File: src/lc3b_cfg.svh
`ifndef LC3B_CFG_SVH
`define LC3B_CFG_SVH

// first instruction fetch address
`define LC3B_RESET_PC 16'h0000

// both byte lanes of a word write
`define LC3B_WSTRB_ALL 2'b11

`endif

File: src/lc3b_types.sv
package lc3b_types;

    typedef logic [15:0] lc3b_word;
    typedef logic [2:0] lc3b_reg;
    typedef logic [2:0] lc3b_nzp;   // negative, zero, positive

    // full LC-3b opcode map, only part of it is executed
    typedef enum logic [3:0] {
        op_br   = 4'b0000,
        op_add  = 4'b0001,
        op_ldb  = 4'b0010,
        op_stb  = 4'b0011,
        op_jsr  = 4'b0100,
        op_and  = 4'b0101,
        op_ldr  = 4'b0110,
        op_str  = 4'b0111,
        op_rti  = 4'b1000,
        op_not  = 4'b1001,
        op_ldi  = 4'b1010,
        op_sti  = 4'b1011,
        op_jmp  = 4'b1100,
        op_shf  = 4'b1101,
        op_lea  = 4'b1110,
        op_trap = 4'b1111
    } lc3b_opcode;

    typedef enum logic [1:0] {
        alu_add  = 2'b00,
        alu_and  = 2'b01,
        alu_not  = 2'b10,
        alu_pass = 2'b11   // f = b
    } lc3b_aluop;

endpackage : lc3b_types

File: src/lc3b_ctrl_if.sv
`timescale 1ns/10ps

interface lc3b_ctrl_if;
    import lc3b_types::*;

    logic       load_pc;
    logic       load_ir;
    logic       load_regfile;
    logic       load_mar;
    logic       load_mdr;
    logic       load_cc;
    logic [1:0] pcmux_sel;       // pc+2, branch target, base register
    logic       marmux_sel;      // alu result, pc
    logic       mdrmux_sel;      // alu result, memory data
    logic [1:0] alumux_sel;      // reg b, imm5, offset6, reg a
    logic       regfilemux_sel;  // alu result, mdr
    logic       storemux_sel;    // src1 field, dest field
    lc3b_aluop  aluop;

    lc3b_opcode opcode;
    logic       inst5;
    logic       inst11;
    logic       branch_enable;

    modport control (
        output load_pc, load_ir, load_regfile, load_mar, load_mdr, load_cc,
        output pcmux_sel, marmux_sel, mdrmux_sel, alumux_sel, regfilemux_sel, storemux_sel,
        output aluop,
        input  opcode, inst5, inst11, branch_enable
    );

    modport datapath (
        input  load_pc, load_ir, load_regfile, load_mar, load_mdr, load_cc,
        input  pcmux_sel, marmux_sel, mdrmux_sel, alumux_sel, regfilemux_sel, storemux_sel,
        input  aluop,
        output opcode, inst5, inst11, branch_enable
    );

endinterface : lc3b_ctrl_if

File: src/lc3b_mem_if.sv
`timescale 1ns/10ps

interface lc3b_mem_if;
    import lc3b_types::*;

    logic     mem_read;
    logic     mem_write;
    lc3b_word mem_address;
    lc3b_word mem_wdata;
    lc3b_word mem_rdata;
    logic     mem_resp;   // one cycle pulse per request

    modport control (
        output mem_read, mem_write,
        input  mem_resp
    );

    modport datapath (
        output mem_address, mem_wdata,
        input  mem_rdata
    );

    modport master (
        input  mem_read, mem_write, mem_address, mem_wdata,
        output mem_rdata, mem_resp
    );

endinterface : lc3b_mem_if

File: src/regfile.sv
`timescale 1ns/10ps

module regfile (
    input  logic                 clk,
    input  logic                 rst,
    input  logic                 load,
    input  lc3b_types::lc3b_reg  src_a,
    input  lc3b_types::lc3b_reg  src_b,
    input  lc3b_types::lc3b_reg  dest,
    input  lc3b_types::lc3b_word in,
    output lc3b_types::lc3b_word reg_a,
    output lc3b_types::lc3b_word reg_b
);
    import lc3b_types::*;

    lc3b_word regs [8];

    always_ff @(posedge clk) begin
        if (rst) begin
            for (int i = 0; i < 8; i++) begin
                regs[i] <= '0;
            end
        end else if (load) begin
            regs[dest] <= in;
        end
    end

    assign reg_a = regs[src_a];   // async read
    assign reg_b = regs[src_b];

endmodule : regfile

File: src/alu.sv
`timescale 1ns/10ps

module alu (
    input  lc3b_types::lc3b_aluop aluop,
    input  lc3b_types::lc3b_word  a,
    input  lc3b_types::lc3b_word  b,
    output lc3b_types::lc3b_word  f
);
    import lc3b_types::*;

    always_comb begin
        case (aluop)
            alu_add: begin
                f = a + b;
            end
            alu_and: begin
                f = a & b;
            end
            alu_not: begin
                f = ~a;
            end
            default: begin
                f = b;   // pass, selected operand straight through
            end
        endcase
    end

endmodule : alu

File: src/datapath.sv
`timescale 1ns/10ps
`include "lc3b_cfg.svh"

module datapath (
    input logic           clk,
    input logic           rst,
    lc3b_ctrl_if.datapath ctrl,
    lc3b_mem_if.datapath  mem
);
    import lc3b_types::*;

    lc3b_word ir;
    lc3b_word pc;
    lc3b_word mar;
    lc3b_word mdr;
    lc3b_nzp  cc;
    lc3b_nzp  gencc_out;
    lc3b_reg  dest;
    lc3b_reg  src1;
    lc3b_reg  src2;
    lc3b_reg  storemux_out;
    lc3b_word reg_a;
    lc3b_word reg_b;
    lc3b_word sext5_out;
    lc3b_word adj6_out;
    lc3b_word adj9_out;
    lc3b_word pc_plus2;
    lc3b_word br_target;
    lc3b_word pcmux_out;
    lc3b_word alumux_out;
    lc3b_word alu_out;
    lc3b_word marmux_out;
    lc3b_word mdrmux_out;
    lc3b_word regfilemux_out;

    // instruction fields
    assign dest        = ir[11:9];   // also the nzp field of BR
    assign src1        = ir[8:6];
    assign src2        = ir[2:0];
    assign ctrl.opcode = lc3b_opcode'(ir[15:12]);
    assign ctrl.inst5  = ir[5];
    assign ctrl.inst11 = ir[11];

    assign sext5_out = {{11{ir[4]}}, ir[4:0]};
    assign adj6_out  = {{9{ir[5]}}, ir[5:0], 1'b0};   // word offset to byte offset
    assign adj9_out  = {{6{ir[8]}}, ir[8:0], 1'b0};
    assign pc_plus2  = pc + 16'd2;
    assign br_target = pc + adj9_out;

    always_comb begin
        case (ctrl.pcmux_sel)
            2'b01:   pcmux_out = br_target;
            2'b10:   pcmux_out = reg_a;   // jmp base register
            default: pcmux_out = pc_plus2;
        endcase
    end

    always_comb begin
        case (ctrl.alumux_sel)
            2'b00:   alumux_out = reg_b;
            2'b01:   alumux_out = sext5_out;
            2'b10:   alumux_out = adj6_out;
            default: alumux_out = reg_a;   // store data on its way to the mdr
        endcase
    end

    assign storemux_out   = ctrl.storemux_sel ? dest : src1;
    assign marmux_out     = ctrl.marmux_sel ? pc : alu_out;
    assign mdrmux_out     = ctrl.mdrmux_sel ? mem.mem_rdata : alu_out;
    assign regfilemux_out = ctrl.regfilemux_sel ? mdr : alu_out;

    always_comb begin
        if (regfilemux_out[15]) begin
            gencc_out = 3'b100;
        end else if (regfilemux_out == '0) begin
            gencc_out = 3'b010;
        end else begin
            gencc_out = 3'b001;
        end
    end

    always_ff @(posedge clk) begin
        if (rst) begin
            pc <= `LC3B_RESET_PC;
            cc <= '0;
        end else begin
            if (ctrl.load_pc) pc <= pcmux_out;
            if (ctrl.load_cc) cc <= gencc_out;
        end
    end

    always_ff @(posedge clk) begin
        if (ctrl.load_ir)  ir  <= mdr;
        if (ctrl.load_mar) mar <= marmux_out;
        if (ctrl.load_mdr) mdr <= mdrmux_out;
    end

    assign ctrl.branch_enable = |(dest & cc);
    assign mem.mem_address    = mar;
    assign mem.mem_wdata      = mdr;

    regfile regfile_inst (
        .clk   (clk),
        .rst   (rst),
        .load  (ctrl.load_regfile),
        .src_a (storemux_out),
        .src_b (src2),
        .dest  (dest),
        .in    (regfilemux_out),
        .reg_a (reg_a),
        .reg_b (reg_b)
    );

    alu alu_inst (
        .aluop (ctrl.aluop),
        .a     (reg_a),
        .b     (alumux_out),
        .f     (alu_out)
    );

endmodule : datapath

File: src/control.sv
`timescale 1ns/10ps

module control (
    input logic          clk,
    input logic          rst,
    lc3b_ctrl_if.control ctrl,
    lc3b_mem_if.control  mem
);
    import lc3b_types::*;

    typedef enum logic [3:0] {
        fetch1, fetch2, fetch3, decode,
        calc, br, jmp,
        ldr1, ldr2, ldr3,
        str1, str2, str3
    } state_t;

    state_t state;
    state_t next_state;

    always_ff @(posedge clk) begin
        if (rst) begin
            state <= fetch1;
        end else begin
            state <= next_state;
        end
    end

    always_comb begin
        next_state = state;
        case (state)
            fetch1: next_state = fetch2;
            fetch2: if (mem.mem_resp) next_state = fetch3;
            fetch3: next_state = decode;
            decode: begin
                case (ctrl.opcode)
                    op_add, op_and, op_not: next_state = calc;
                    op_br:                  next_state = br;
                    op_jmp:                 next_state = ctrl.inst11 ? fetch1 : jmp;   // bits 11:9 must be zero
                    op_ldr:                 next_state = ldr1;
                    op_str:                 next_state = str1;
                    default:                next_state = fetch1;
                endcase
            end
            ldr1:   next_state = ldr2;
            ldr2:   if (mem.mem_resp) next_state = ldr3;
            str1:   next_state = str2;
            str2:   next_state = str3;
            str3:   if (mem.mem_resp) next_state = fetch1;
            default: next_state = fetch1;   // calc, br, jmp, ldr3
        endcase
    end

    always_comb begin
        ctrl.load_pc        = 1'b0;
        ctrl.load_ir        = 1'b0;
        ctrl.load_regfile   = 1'b0;
        ctrl.load_mar       = 1'b0;
        ctrl.load_mdr       = 1'b0;
        ctrl.load_cc        = 1'b0;
        ctrl.pcmux_sel      = 2'b00;
        ctrl.marmux_sel     = 1'b0;
        ctrl.mdrmux_sel     = 1'b0;
        ctrl.alumux_sel     = 2'b00;
        ctrl.regfilemux_sel = 1'b0;
        ctrl.storemux_sel   = 1'b0;
        ctrl.aluop          = alu_add;
        mem.mem_read        = 1'b0;
        mem.mem_write       = 1'b0;

        case (state)
            fetch1: begin
                ctrl.marmux_sel = 1'b1;   // mar <= pc
                ctrl.load_mar   = 1'b1;
            end
            fetch2, ldr2: begin
                mem.mem_read    = 1'b1;
                ctrl.mdrmux_sel = 1'b1;
                ctrl.load_mdr   = mem.mem_resp;
            end
            fetch3: begin
                ctrl.load_ir = 1'b1;
                ctrl.load_pc = 1'b1;   // pc + 2
            end
            calc: begin
                case (ctrl.opcode)
                    op_and:  ctrl.aluop = alu_and;
                    op_not:  ctrl.aluop = alu_not;
                    default: ctrl.aluop = alu_add;
                endcase
                ctrl.alumux_sel   = ctrl.inst5 ? 2'b01 : 2'b00;
                ctrl.load_regfile = 1'b1;
                ctrl.load_cc      = 1'b1;
            end
            br: begin
                ctrl.pcmux_sel = 2'b01;
                ctrl.load_pc   = ctrl.branch_enable;
            end
            jmp: begin
                ctrl.pcmux_sel = 2'b10;
                ctrl.load_pc   = 1'b1;
            end
            ldr1, str1: begin
                ctrl.alumux_sel = 2'b10;   // base + offset6
                ctrl.load_mar   = 1'b1;
            end
            ldr3: begin
                ctrl.regfilemux_sel = 1'b1;
                ctrl.load_regfile   = 1'b1;
                ctrl.load_cc        = 1'b1;
            end
            str2: begin
                ctrl.storemux_sel = 1'b1;
                ctrl.alumux_sel   = 2'b11;
                ctrl.aluop        = alu_pass;
                ctrl.load_mdr     = 1'b1;
            end
            str3: begin
                mem.mem_write = 1'b1;
            end
            default: begin
            end
        endcase
    end

endmodule : control

File: src/axi_lite_master.sv
`timescale 1ns/10ps
`include "lc3b_cfg.svh"

module axi_lite_master (
    input  logic                 clk,
    input  logic                 rst,
    lc3b_mem_if.master           mem,
    output lc3b_types::lc3b_word araddr,
    output logic                 arvalid,
    input  logic                 arready,
    input  lc3b_types::lc3b_word rdata,
    input  logic                 rvalid,
    output logic                 rready,
    output lc3b_types::lc3b_word awaddr,
    output logic                 awvalid,
    input  logic                 awready,
    output lc3b_types::lc3b_word wdata,
    output logic [1:0]           wstrb,
    output logic                 wvalid,
    input  logic                 wready,
    input  logic                 bvalid,
    output logic                 bready
);
    import lc3b_types::*;

    typedef enum logic [2:0] {idle, rd, wr, wr_resp, done} state_t;

    state_t   state;
    lc3b_word rdata_q;

    always_ff @(posedge clk) begin
        if (rst) begin
            state   <= idle;
            arvalid <= 1'b0;
            rready  <= 1'b0;
            awvalid <= 1'b0;
            wvalid  <= 1'b0;
            bready  <= 1'b0;
        end else begin
            case (state)
                idle: begin
                    if (mem.mem_read) begin
                        araddr  <= mem.mem_address;
                        arvalid <= 1'b1;
                        state   <= rd;
                    end else if (mem.mem_write) begin
                        awaddr  <= mem.mem_address;
                        wdata   <= mem.mem_wdata;
                        awvalid <= 1'b1;
                        wvalid  <= 1'b1;
                        state   <= wr;
                    end
                end
                rd: begin
                    if (arvalid && arready) begin
                        arvalid <= 1'b0;
                        rready  <= 1'b1;
                    end
                    if (rready && rvalid) begin
                        rready  <= 1'b0;
                        rdata_q <= rdata;
                        state   <= done;
                    end
                end
                wr: begin
                    // address and data channels complete independently
                    if (awready) awvalid <= 1'b0;
                    if (wready)  wvalid  <= 1'b0;
                    if ((!awvalid || awready) && (!wvalid || wready)) begin
                        bready <= 1'b1;
                        state  <= wr_resp;
                    end
                end
                wr_resp: begin
                    if (bvalid) begin
                        bready <= 1'b0;
                        state  <= done;
                    end
                end
                default: state <= idle;
            endcase
        end
    end

    assign wstrb         = `LC3B_WSTRB_ALL;
    assign mem.mem_resp  = (state == done);
    assign mem.mem_rdata = rdata_q;

endmodule : axi_lite_master

File: src/cpu.sv
`timescale 1ns/10ps

module cpu (
    input  logic                 clk,
    input  logic                 rst,
    output lc3b_types::lc3b_word araddr,
    output logic                 arvalid,
    input  logic                 arready,
    input  lc3b_types::lc3b_word rdata,
    input  logic                 rvalid,
    output logic                 rready,
    output lc3b_types::lc3b_word awaddr,
    output logic                 awvalid,
    input  logic                 awready,
    output lc3b_types::lc3b_word wdata,
    output logic [1:0]           wstrb,
    output logic                 wvalid,
    input  logic                 wready,
    input  logic                 bvalid,
    output logic                 bready
);

    lc3b_ctrl_if ctrl_if ();
    lc3b_mem_if  mem_if ();

    datapath datapath_inst (
        .clk  (clk),
        .rst  (rst),
        .ctrl (ctrl_if.datapath),
        .mem  (mem_if.datapath)
    );

    control control_inst (
        .clk  (clk),
        .rst  (rst),
        .ctrl (ctrl_if.control),
        .mem  (mem_if.control)
    );

    axi_lite_master axi_lite_master_inst (
        .clk     (clk),
        .rst     (rst),
        .mem     (mem_if.master),
        .araddr  (araddr),
        .arvalid (arvalid),
        .arready (arready),
        .rdata   (rdata),
        .rvalid  (rvalid),
        .rready  (rready),
        .awaddr  (awaddr),
        .awvalid (awvalid),
        .awready (awready),
        .wdata   (wdata),
        .wstrb   (wstrb),
        .wvalid  (wvalid),
        .wready  (wready),
        .bvalid  (bvalid),
        .bready  (bready)
    );

endmodule : cpu

File: config.mk
export PLATFORM = sky130hd
export DESIGN_NAME = cpu
export DESIGN_NICKNAME = d
export VERILOG_FILES = /design/src/lc3b_types.sv /design/src/lc3b_ctrl_if.sv /design/src/lc3b_mem_if.sv /design/src/regfile.sv /design/src/alu.sv /design/src/datapath.sv /design/src/control.sv /design/src/axi_lite_master.sv /design/src/cpu.sv
export VERILOG_INCLUDE_DIRS = /design/src /design/src/src
export SDC_FILE = /design/constraint.sdc
export NUM_CORES = 1
export LEC_CHECK = 0
export BUFFER_PORTS_ARGS = -buffer_cell sky130_fd_sc_hd__buf_2
export CELL_PAD_IN_SITES_DETAIL_PLACEMENT = 1
export CELL_PAD_IN_SITES_GLOBAL_PLACEMENT = 1
export CORE_ASPECT_RATIO = 1.5
export CORE_MARGIN = 2
export CORE_UTILIZATION = 40
export CTS_BUF_LIST = sky130_fd_sc_hd__clkbuf_16
export CTS_CLUSTER_SIZE = 12
export DETAILED_ROUTE_END_ITERATION = 8
export GPL_TIMING_DRIVEN = 1
export PLACE_DENSITY_LB_ADDON = 0.1
export SETUP_SLACK_MARGIN = 0.05
export SYNTH_ARGS = -nofsm -noshare
export SYNTH_HDL_FRONTEND = slang
export SYNTH_SLANG_ARGS = --single-unit
File: constraint.sdc
create_clock -name clk -period 12.8 [get_ports clk]
set_input_delay 1.28 -clock clk [delete_from_list [all_inputs] [get_ports clk]]
set_output_delay 1.28 -clock clk [all_outputs]
set_load 0.05 [all_outputs]
==> results of run 1 <==
-- power by group through the flow --
| stage | Clock (mW) | Combinational, mW | Sequential [mW] |
|---|---|---|---|
| 3_5_place_dp | 0 | 0.144 | 1.02 |
| 5_1_grt | 0.877 | 0.155 | 1.01 |
| 4_1_cts | 0.843 | 0.145 | 1.01 |
| 6_report | 0.828 | 0.144 | 1.01 |
| 2_1_floorplan | 0 | 0.0834 | 1.03 |
| 3_3_place_gp | 0 | 0.141 | 1.02 |
-- routing by layer --
| layer | global-route usage | share of wire |
|---|---|---|
| met5 | 0 | 0 |
| met1 | 0.274 | 0.37 |
| met3 | 0.0268 | 0.034 |
| met2 | 0.480 | 0.54 |
| met4 | 0.139 | 0.058 |
-- sequential cells by signal, summed over array words and instances (netlist names), 3 cells and up, named ones only --
name	flops
datapath_inst.ir	16
control_inst.state	4
datapath_inst.regfile_inst.regs	128
axi_lite_master_inst.mem.mem_rdata	16
axi_lite_master_inst.state	3
datapath_inst.cc	3
datapath_inst.mem.mem_wdata	16
axi_lite_master_inst.araddr	16
axi_lite_master_inst.awaddr	16
datapath_inst.pc	16
datapath_inst.mem.mem_address	16
axi_lite_master_inst.wdata	16
-- layout make-up --
| cell class | instances | area share |
|---|---|---|
| Sequential cell | 274 | 0.483 |
| Inverter | 34 | 0.00781 |
| Clock inverter | 25 | 0.0122 |
| Clock buffer | 29 | 0.0444 |
| Multi-Input combinational cell | 913 | 0.383 |
| Timing Repair Buffer | 97 | 0.0331 |
| Tap cell | 478 | 0.0366 |
-- per-stage QoR --
step / util / cell area (µm²)
after floorplan: - / 14600
after global placement: 0.429 / 15400
after detailed placement: 0.429 / 15400
after CTS: 0.455 / 16300
after global routing: 0.455 / 16300
final: 0.455 / 16300
-- cell usage after synthesis (all sizes together), types with 8 or more instances --
| library cell | instances |
|---|---|
| nor3 | 29 |
| edfxtp | 240 |
| dfxtp | 34 |
| inv | 34 |
| and3 | 11 |
| mux4 | 38 |
| a22oi | 29 |
| a21o | 11 |
| a22o | 9 |
| a211oi | 19 |
| and2 | 21 |
| ha | 30 |
| buf | 24 |
| mux2 | 16 |
| mux2i | 73 |
| a21oi | 58 |
| xor2 | 9 |
| a31oi | 10 |
| clkbuf | 50 |
| nor2 | 216 |
| nand2 | 135 |
| nor2b | 9 |
| nand3 | 15 |
| o21ai | 51 |
| xnor2 | 16 |
| o31ai | 8 |
-- logic make-up (layout without fill, tap and decap cells) --
group / Yosys count / in the layout / synth area share
DFF: 274 / 274 / 0.541
AOI/OAI and AO/OA: 253 / 253 / 0.117
muxes: 127 / 127 / 0.124
and+or+nand+nor: 474 / 474 / 0.142
xor gates and xnor gates: 25 / 25 / 0.0150
other: 1 / 2 / 0.000257
buffers and inverters: 108 / 185 / 0.0322
adders and majority gates: 32 / 32 / 0.0285
-- worst paths after layout --
kind,start,to,cells after the start
min,datapath_inst.mem.mem_address[2],axi_lite_master_inst.awaddr[2],0
max,control_inst.state[1],datapath_inst.cc[0],21
max reg2reg,control_inst.state[1],datapath_inst.cc[0],21
min reg2reg,datapath_inst.mem.mem_address[2],axi_lite_master_inst.awaddr[2],0
==> run metrics, run 1 <==
Post-Syn Instances=about 1300; Iter 0 DRT Violations=761; CTS Hold Bufs=0; WP data arrival=approximately 8.4 ns; Netlist cell types=75; Clock Tree Buf Depth=3; WL final=approximately 48000 µm; Tcrit/Tclk final=0.620; vias in the first global route=~12000; Global Route Usage Sum=0.253; critical path data required time=13.29 ns; Synth area leaders=edfxtp_1 49%, mux4_2 5.9%, nor2_1 5.5%; P_sw=0.471 mW; Die H=238 µm; commonest non-fill, non-tap cell in the layout=edfxtp_1; critical path's slowest cell=dfxtp_1; ant diodes=0; Slew Limit Fails=0; most frequent cells in the layout=240 x edfxtp_1, 214 x nor2_1, 135 x nand2_1; Yosys reg bits=between 200 and 300; worst skew pair latency=slightly below 0.6 ns; Tmin final=7.93 ns; remaining global-route overflow=0; Max Cap Viol=0; Pwr Total=1.98 mW; Clk pwr share=0.419; HP Class=register to register; crit path max fanout=24; Min Hold Slack=0.442 ns; final setup TNS=0 ns; initial antenna violation count=0; final hold violations=0; Sequential Power Share=0.509; Reg clk slew, reported paths=0.07 ns; Final GP Congestion=between 0.9 and 1; cell area after synthesis=14600 µm²; fill count=3940; largest net degree at the start of global routing=59; Async SR Flop Fraction=0; Avg WL per Cell=approximately 26 µm; CTS HTree Levels=1; PostCTS Resize Cnt=0; Post-Place Setup Slack=4.93 ns; actual slew at the worst max-slew pin=1.08 ns; number of synthesized flops with an enable pin=240; clock sink total=274; first-pass GRT wire length=between 70000 and 80000 µm; setup ws final=4.87 ns; Final Setup Violations=0; Internal=1.51 mW; Most used DFF post-synth=edfxtp_1; Static Leak=about 6.3 nW; synth warn=0; fmax=126 MHz; router iterations before antenna repair=5; CP max stage delay=0.90 ns; Worst setup EP type=register; worst vdd ir=0.100 mV; initial core utilization=0.406; Rel. slew slack=0.281; Placed Cells=1796; layout cells sized above 1=0.156; row count=85; Nets=1404; Sw Share=0.238; Setup CP Type=register to register; top-area cell type share of the netlist area=0.494; RSZ-0062 raised after global routing=false; cell-by-cell trace of the critical path=nand4b_2 > buf_4 > mux2_2 > nor2_1 > a22oi_1 > nand2_1 > inv_1 > nor2_1 > a21oi_1 > ha_1 > fa_1 > a211oi_1 > o21ai_0 > a2111oi_0 > o21ai_0 > nand3b_1 > a31oi_1 > mux2i_1 > nand4_1 > or4b_1 > a41o_1; clk_skew=0.0306 ns; WP buf/inv=2; CP top delay family=compound AO/OA/AOI/OAI gates; Yosys top cell by area=edfxtp_1; total number of vias=10700; FF-to-FF setup slack=approximately 4.9 ns; PortBufs=75; post-synthesis sequential area ratio=0.541; remaining antenna violation count=0; Root Driver=clkbuf_16; Syn-to-layout area delta=12.1%; dpl hpwl=34300 µm; Finished Layout Cells=about 1900; Vias per Instance=5.79; syn_area_per_cell=between 10 and 15 µm²; FF/Latch Area=7890 µm²; area occupied by multi-input gates=6270 µm²; nature of the critical path startpoint=register; outcome=complete, no violations; logic gate share of total power=0.073; area of the core=roughly 36000 µm²; CTS Buf Count=29; Chip Width=160 µm; power per cell area=approximately 120 nW/µm²; CTS tree=built; Post-CTS Setup Repair Bufs=0; IO Count=78; Residual DRC=0; die area=38000 µm²
No activity file was read; power rests on OpenSTA's default activity.
==> inputs of run 2 (changes only) <==
Clock period 12.8 ns to 7.7 ns, I/O delays scaled along.
==> run metrics, run 2 (synthesis results as in run 1) <==
Rel. slew slack=0.267; final setup TNS=0 ns; Die H=238 µm; Finished Layout Cells=1855; crit path max fanout=15; final hold violations=0; actual slew at the worst max-slew pin=1.10 ns; largest reg by FF count=datapath_inst.regfile_inst.regs; RSZ-0062 raised after global routing=false; Slew Limit Fails=0; area of the core=35900 µm²; fill count=3913; Iter 0 DRT Violations=803; largest net degree at the start of global routing=42; CP max stage delay=0.68 ns; Final Setup Violations=0; Sequential Power Share=0.528; Global Route Usage Sum=0.247; Nets=around 1400; worst vdd ir=0.179 mV; nature of the critical path startpoint=register; layout cells sized above 1=0.159; hold path depth=1; power per cell area=194 nW/µm²; WP data arrival=7.44 ns; commonest non-fill, non-tap cell in the layout=edfxtp_1; IO Count=78; Vias per Instance=5.77; fmax=between 100 and 150 MHz; Worst Hold End=axi_lite_master_inst.mem.mem_rdata[15]; HP Class=input pin to register; P_sw=0.769 mW; most frequent cells in the layout=240 x edfxtp_1, 214 x nor2_1, 135 x nand2_1; WL final=47100 µm; PostCTS Resize Cnt=0; Syn-to-layout area delta=11.9%; first-pass GRT wire length=70300 µm; clk_skew=0.0113 ns; origin of the worst min-delay path=rdata[15]; vias in the first global route=11300; Internal=2.40 mW; FF/Latch Area=7890 µm²; dpl hpwl=34300 µm; Clock Tree Buf Depth=3; Static Leak=6.35 nW; Chip Width=around 160 µm; Setup CP Type=register to register; critical path's slowest cell=dfxtp_1; initial antenna violation count=0; outcome=complete, no violations; Reg2Reg Depth=22; Final GP Congestion=0.911; CTS Buf Count=28; remaining antenna violation count=0; initial core utilization=0.406; Clk pwr share=0.397; FF-to-FF setup slack=0.73 ns; R2R Path End=datapath_inst.cc[0]; clock sink total=about 270; Residual DRC=0; total number of vias=10700; Post-CTS Setup Repair Bufs=0; ant diodes=0; critical path data required time=~8.2 ns; Max Cap Viol=0; setup ws final=0.732 ns; r2r startpoint=control_inst.state[0]; area occupied by multi-input gates=6270 µm²; Post-Place Setup Slack=0.722 ns; Tcrit/Tclk final=0.905; cell-by-cell trace of the critical path=nand4b_2 > mux2_2 > nor2_2 > buf_4 > a22oi_1 > nand2_1 > inv_1 > nor2_1 > a21oi_1 > ha_1 > fa_1 > a211oi_1 > o21ai_0 > a2111oi_0 > o21ai_0 > nand3b_1 > a31oi_1 > mux2i_1 > buf_4 > nand4_1 > or4b_1 > a41o_1; PortBufs=75; max reg flops=128; remaining global-route overflow=0; Root Driver=clkbuf_16; CTS Hold Bufs=0; logic gate share of total power=0.075; die area=around 38000 µm²; Tmin final=6.97 ns; Avg WL per Cell=25.4 µm; worst skew pair latency=0.58 ns; Worst setup EP type=register; row count=85; router iterations before antenna repair=5; Sw Share=0.243; Placed Cells=around 1800; CTS HTree Levels=1; Reg clk slew, reported paths=0.06 ns; CTS tree=built
==> run 2: changes by cell type in the layout (fill, tap and decap cells not counted), sizes merged <==
cell	before	now
bufinv	3	0
buf	97	105
inv	50	49
clkinvlp	2	0
clkinv	4	7
==> run 2: how the worst max path moves through the flow <==
stage | startpoint | end | depth (start not counted) | slack (ns)
floorplan | register | datapath_inst.cc[0] | 18 | 2.08
global placement | control_inst.state[0] | datapath_inst.cc[0] | 19 | 0.82
detailed placement | control_inst.state[0] | datapath_inst.cc[0] | 19 | 0.72
CTS | control_inst.state[0] | datapath_inst.cc[0] | 19 | 0.73
global route | control_inst.state[0] | datapath_inst.cc[1] | 22 | 0.22
finish | control_inst.state[0] | datapath_inst.cc[0] | 22 | 0.73
==> run 2: area by class of cell <==
cell class / count / share of cell area
clock buffer: 29 / 0.0445
clock inverter: 22 / 0.00637
inverter: 34 / 0.00782
multi-input combinational: 913 / 0.384
sequential: 274 / 0.484
tap: 478 / 0.0367
timing repair buffer: 105 / 0.0368
==> run 2: through the flow <==
step / hold WS [ns] / utilization / power [mW] / instance area [µm²]
floorplan: 0.421 / - / 1.85 / 14600
global placement: 0.422 / 0.431 / 1.94 / 15500
detailed placement: 0.432 / 0.431 / 1.94 / 15500
CTS: 0.343 / 0.454 / 3.20 / 16300
global route: 0.344 / 0.454 / 3.26 / 16300
finish: 0.364 / 0.454 / 3.17 / 16300
==> run 2: worst max-delay path: cells and delay by family (launching register included) <==
kind | cells | cell delay, ns
buf+inv | 3 | 0.54
flops | 1 | 0.68
compound gates | 8 | 2.29
fa+ha+maj | 2 | 0.78
mux | 2 | 0.71
simple gates | 7 | 1.86
==> run 2: power groups by stage <==
| stage | combinational (mW) | clock (mW) | sequential [mW] |
|---|---|---|---|
| floorplan | 0.139 | 0 | 1.71 |
| global placement | 0.237 | 0 | 1.70 |
| detailed placement | 0.238 | 0 | 1.70 |
| CTS | 0.239 | 1.28 | 1.67 |
| global route | 0.255 | 1.33 | 1.68 |
| finish | 0.238 | 1.26 | 1.67 |
==> run 2: routing by layer <==
metal / up-vias / wire length [µm] / track usage
li1: 4919 / - / -
met1: 5431 / 17600 / 0.270
met2: 258 / 25400 / 0.477
met3: 89 / 1600 / 0.0217
met4: 0 / 2420 / 0.116
met5: - / 0 / 0
==> inputs of run 3 (changes only) <==
Settings changed: CELL_PAD_IN_SITES_DETAIL_PLACEMENT 1 to unset, CELL_PAD_IN_SITES_GLOBAL_PLACEMENT 1 to unset, PLACE_DENSITY_LB_ADDON 0.1 to unset.
Clock period 7.7 ns to 7.1 ns, I/O delays scaled along.
==> run metrics, run 3 (synthesis results as in run 1) <==
CTS HTree Levels=1; Syn-to-layout area delta=12.0%; IO Count=between 70 and 80; largest reg by FF count=datapath_inst.regfile_inst.regs; CP top delay family=compound AO/OA/AOI/OAI gates; remaining antenna violation count=0; fill count=3415; cell-by-cell trace of the critical path=nand4b_2 > mux2i_4 > buf_12 > mux2i_1 > a22oi_1 > nand2_1 > and2_1 > a21oi_1 > fa_1 > a211oi_1 > o21ai_0 > a2111oi_0 > o21ai_0 > nand3b_1 > a31oi_1 > mux2i_1 > nand4_1 > or4b_1 > a41o_1; Rel. slew slack=0.298; ant diodes=0; power per cell area=between 200 and 250 nW/µm²; worst skew pair latency=0.56 ns; Global Route Usage Sum=0.233; Avg WL per Cell=23.8 µm; Setup CP Type=register to register; PortBufs=75; PostCTS Resize Cnt=0; RSZ-0062 raised after global routing=false; Sequential Power Share=0.538; largest net degree at the start of global routing=52; Worst setup EP type=register; Die H=roughly 240 µm; WL final=44300 µm; fmax=152 MHz; vias in the first global route=roughly 11000; Min Hold Slack=0.321 ns; dpl hpwl=31900 µm; Clock Tree Buf Depth=3; router iterations before antenna repair=5; critical path data required time=around 7.6 ns; WP buf/inv=1; nature of the critical path startpoint=register; actual slew at the worst max-slew pin=1.05 ns; Reg clk slew, reported paths=0.06 ns; CTS Buf Count=27; final hold violations=0; Clk pwr share=0.384; Iter 0 DRT Violations=826; Max Cap Viol=0; initial antenna violation count=0; Final GP Congestion=~0.95; Slew Limit Fails=0; final setup TNS=0 ns; Final Setup Violations=0; worst vdd ir=0.198 mV; Residual DRC=0; clock sink total=274; area of the core=35900 µm²; area occupied by multi-input gates=6270 µm²; Nets=roughly 1400; initial core utilization=0.406; clk_skew=0.0133 ns; critical path's slowest cell=a2111oi_0; first-pass GRT wire length=66100 µm; most frequent cells in the layout=240 x edfxtp_1, 213 x nor2_1, 135 x nand2_1; total number of vias=10700; commonest non-fill, non-tap cell in the layout=edfxtp_1; HP Class=input pin to register; crit path max fanout=between 50 and 60; Sw Share=0.235; CTS Hold Bufs=0; Static Leak=6.37 nW; Internal=2.58 mW; max reg flops=approximately 130; Vias per Instance=roughly 5.7; FF/Latch Area=a little under 8000 µm²; die area=38000 µm²; layout cells sized above 1=0.161; Post-CTS Setup Repair Bufs=0; logic gate share of total power=0.078; P_sw=0.792 mW; Chip Width=160 µm; Tmin final=6.57 ns; Root Driver=clkbuf_16; CTS tree=built; CP max stage delay=0.63 ns; row count=85; WP data arrival=between 7 and 8 ns; outcome=complete, no violations; Tcrit/Tclk final=0.926; remaining global-route overflow=0
run 3: final cells by class:
class / instances / area share
Multi-Input combinational cell: 913 / 0.384
Sequential cell: 274 / 0.483
Clock buffer: 28 / 0.0429
Clock inverter: 21 / 0.00521
Tap cell: 478 / 0.0366
Timing Repair Buffer: 111 / 0.0403
Inverter: 34 / 0.00782
run 3: power by group through the flow:
stage / clock network [mW] / registers, mW / logic, mW
after detailed placement: 0 / 1.84 / 0.261
after global placement: 0 / 1.84 / 0.259
final: 1.30 / 1.81 / 0.263
after CTS: 1.32 / 1.81 / 0.262
after global routing: 1.37 / 1.82 / 0.282
after floorplan: 0 / 1.85 / 0.150
run 3: worst register-to-register path, cell delays in order (launching register included):
cell and delay [ns]:
dfxtp_1 0.60, nand4b_2 0.36, mux2i_4 0.50, buf_12 0.37
mux2i_1 0.27, a22oi_1 0.10, nand2_1 0.22, and2_1 0.27
a21oi_1 0.10, fa_1 0.48, a211oi_1 0.56, o21ai_0 0.32
a2111oi_0 0.63, o21ai_0 0.18, nand3b_1 0.12, a31oi_1 0.12
mux2i_1 0.22, nand4_1 0.19, or4b_1 0.61, a41o_1 0.27
run 3: final timing paths:
check	startpoint	end	slack, ns	cells after the start
min reg2reg	datapath_inst.mem.mem_address[5]	axi_lite_master_inst.awaddr[5]	0.44	0
max	control_inst.state[2]	datapath_inst.cc[0]	0.53	19
min	rdata[15]	axi_lite_master_inst.mem.mem_rdata[15]	0.32	1
max reg2reg	control_inst.state[2]	datapath_inst.cc[0]	0.53	19
run 3: metal layers:
| layer | GRT usage | vias to the layer above | wire length (µm) |
|---|---|---|---|
| li1 | - | 4929 | - |
| met1 | 0.253 | 5277 | 16100 |
| met2 | 0.432 | 371 | 23100 |
| met3 | 0.0273 | 103 | 2010 |
| met4 | 0.140 | 0 | 2990 |
| met5 | 0 | - | 0 |
run 3: stage by stage:
step,power (mW),std cells,instance area [µm²],util,setup slack (ns)
6_report,3.37,1859,16300,0.454,0.527
5_1_grt,3.47,1859,16300,0.454,0.184
4_1_cts,3.39,1859,16300,0.454,0.644
3_5_place_dp,2.11,1810,15500,0.432,0.667
3_3_place_gp,2.10,1810,15500,0.432,0.856
2_1_floorplan,2.00,1295,14600,-,1.48
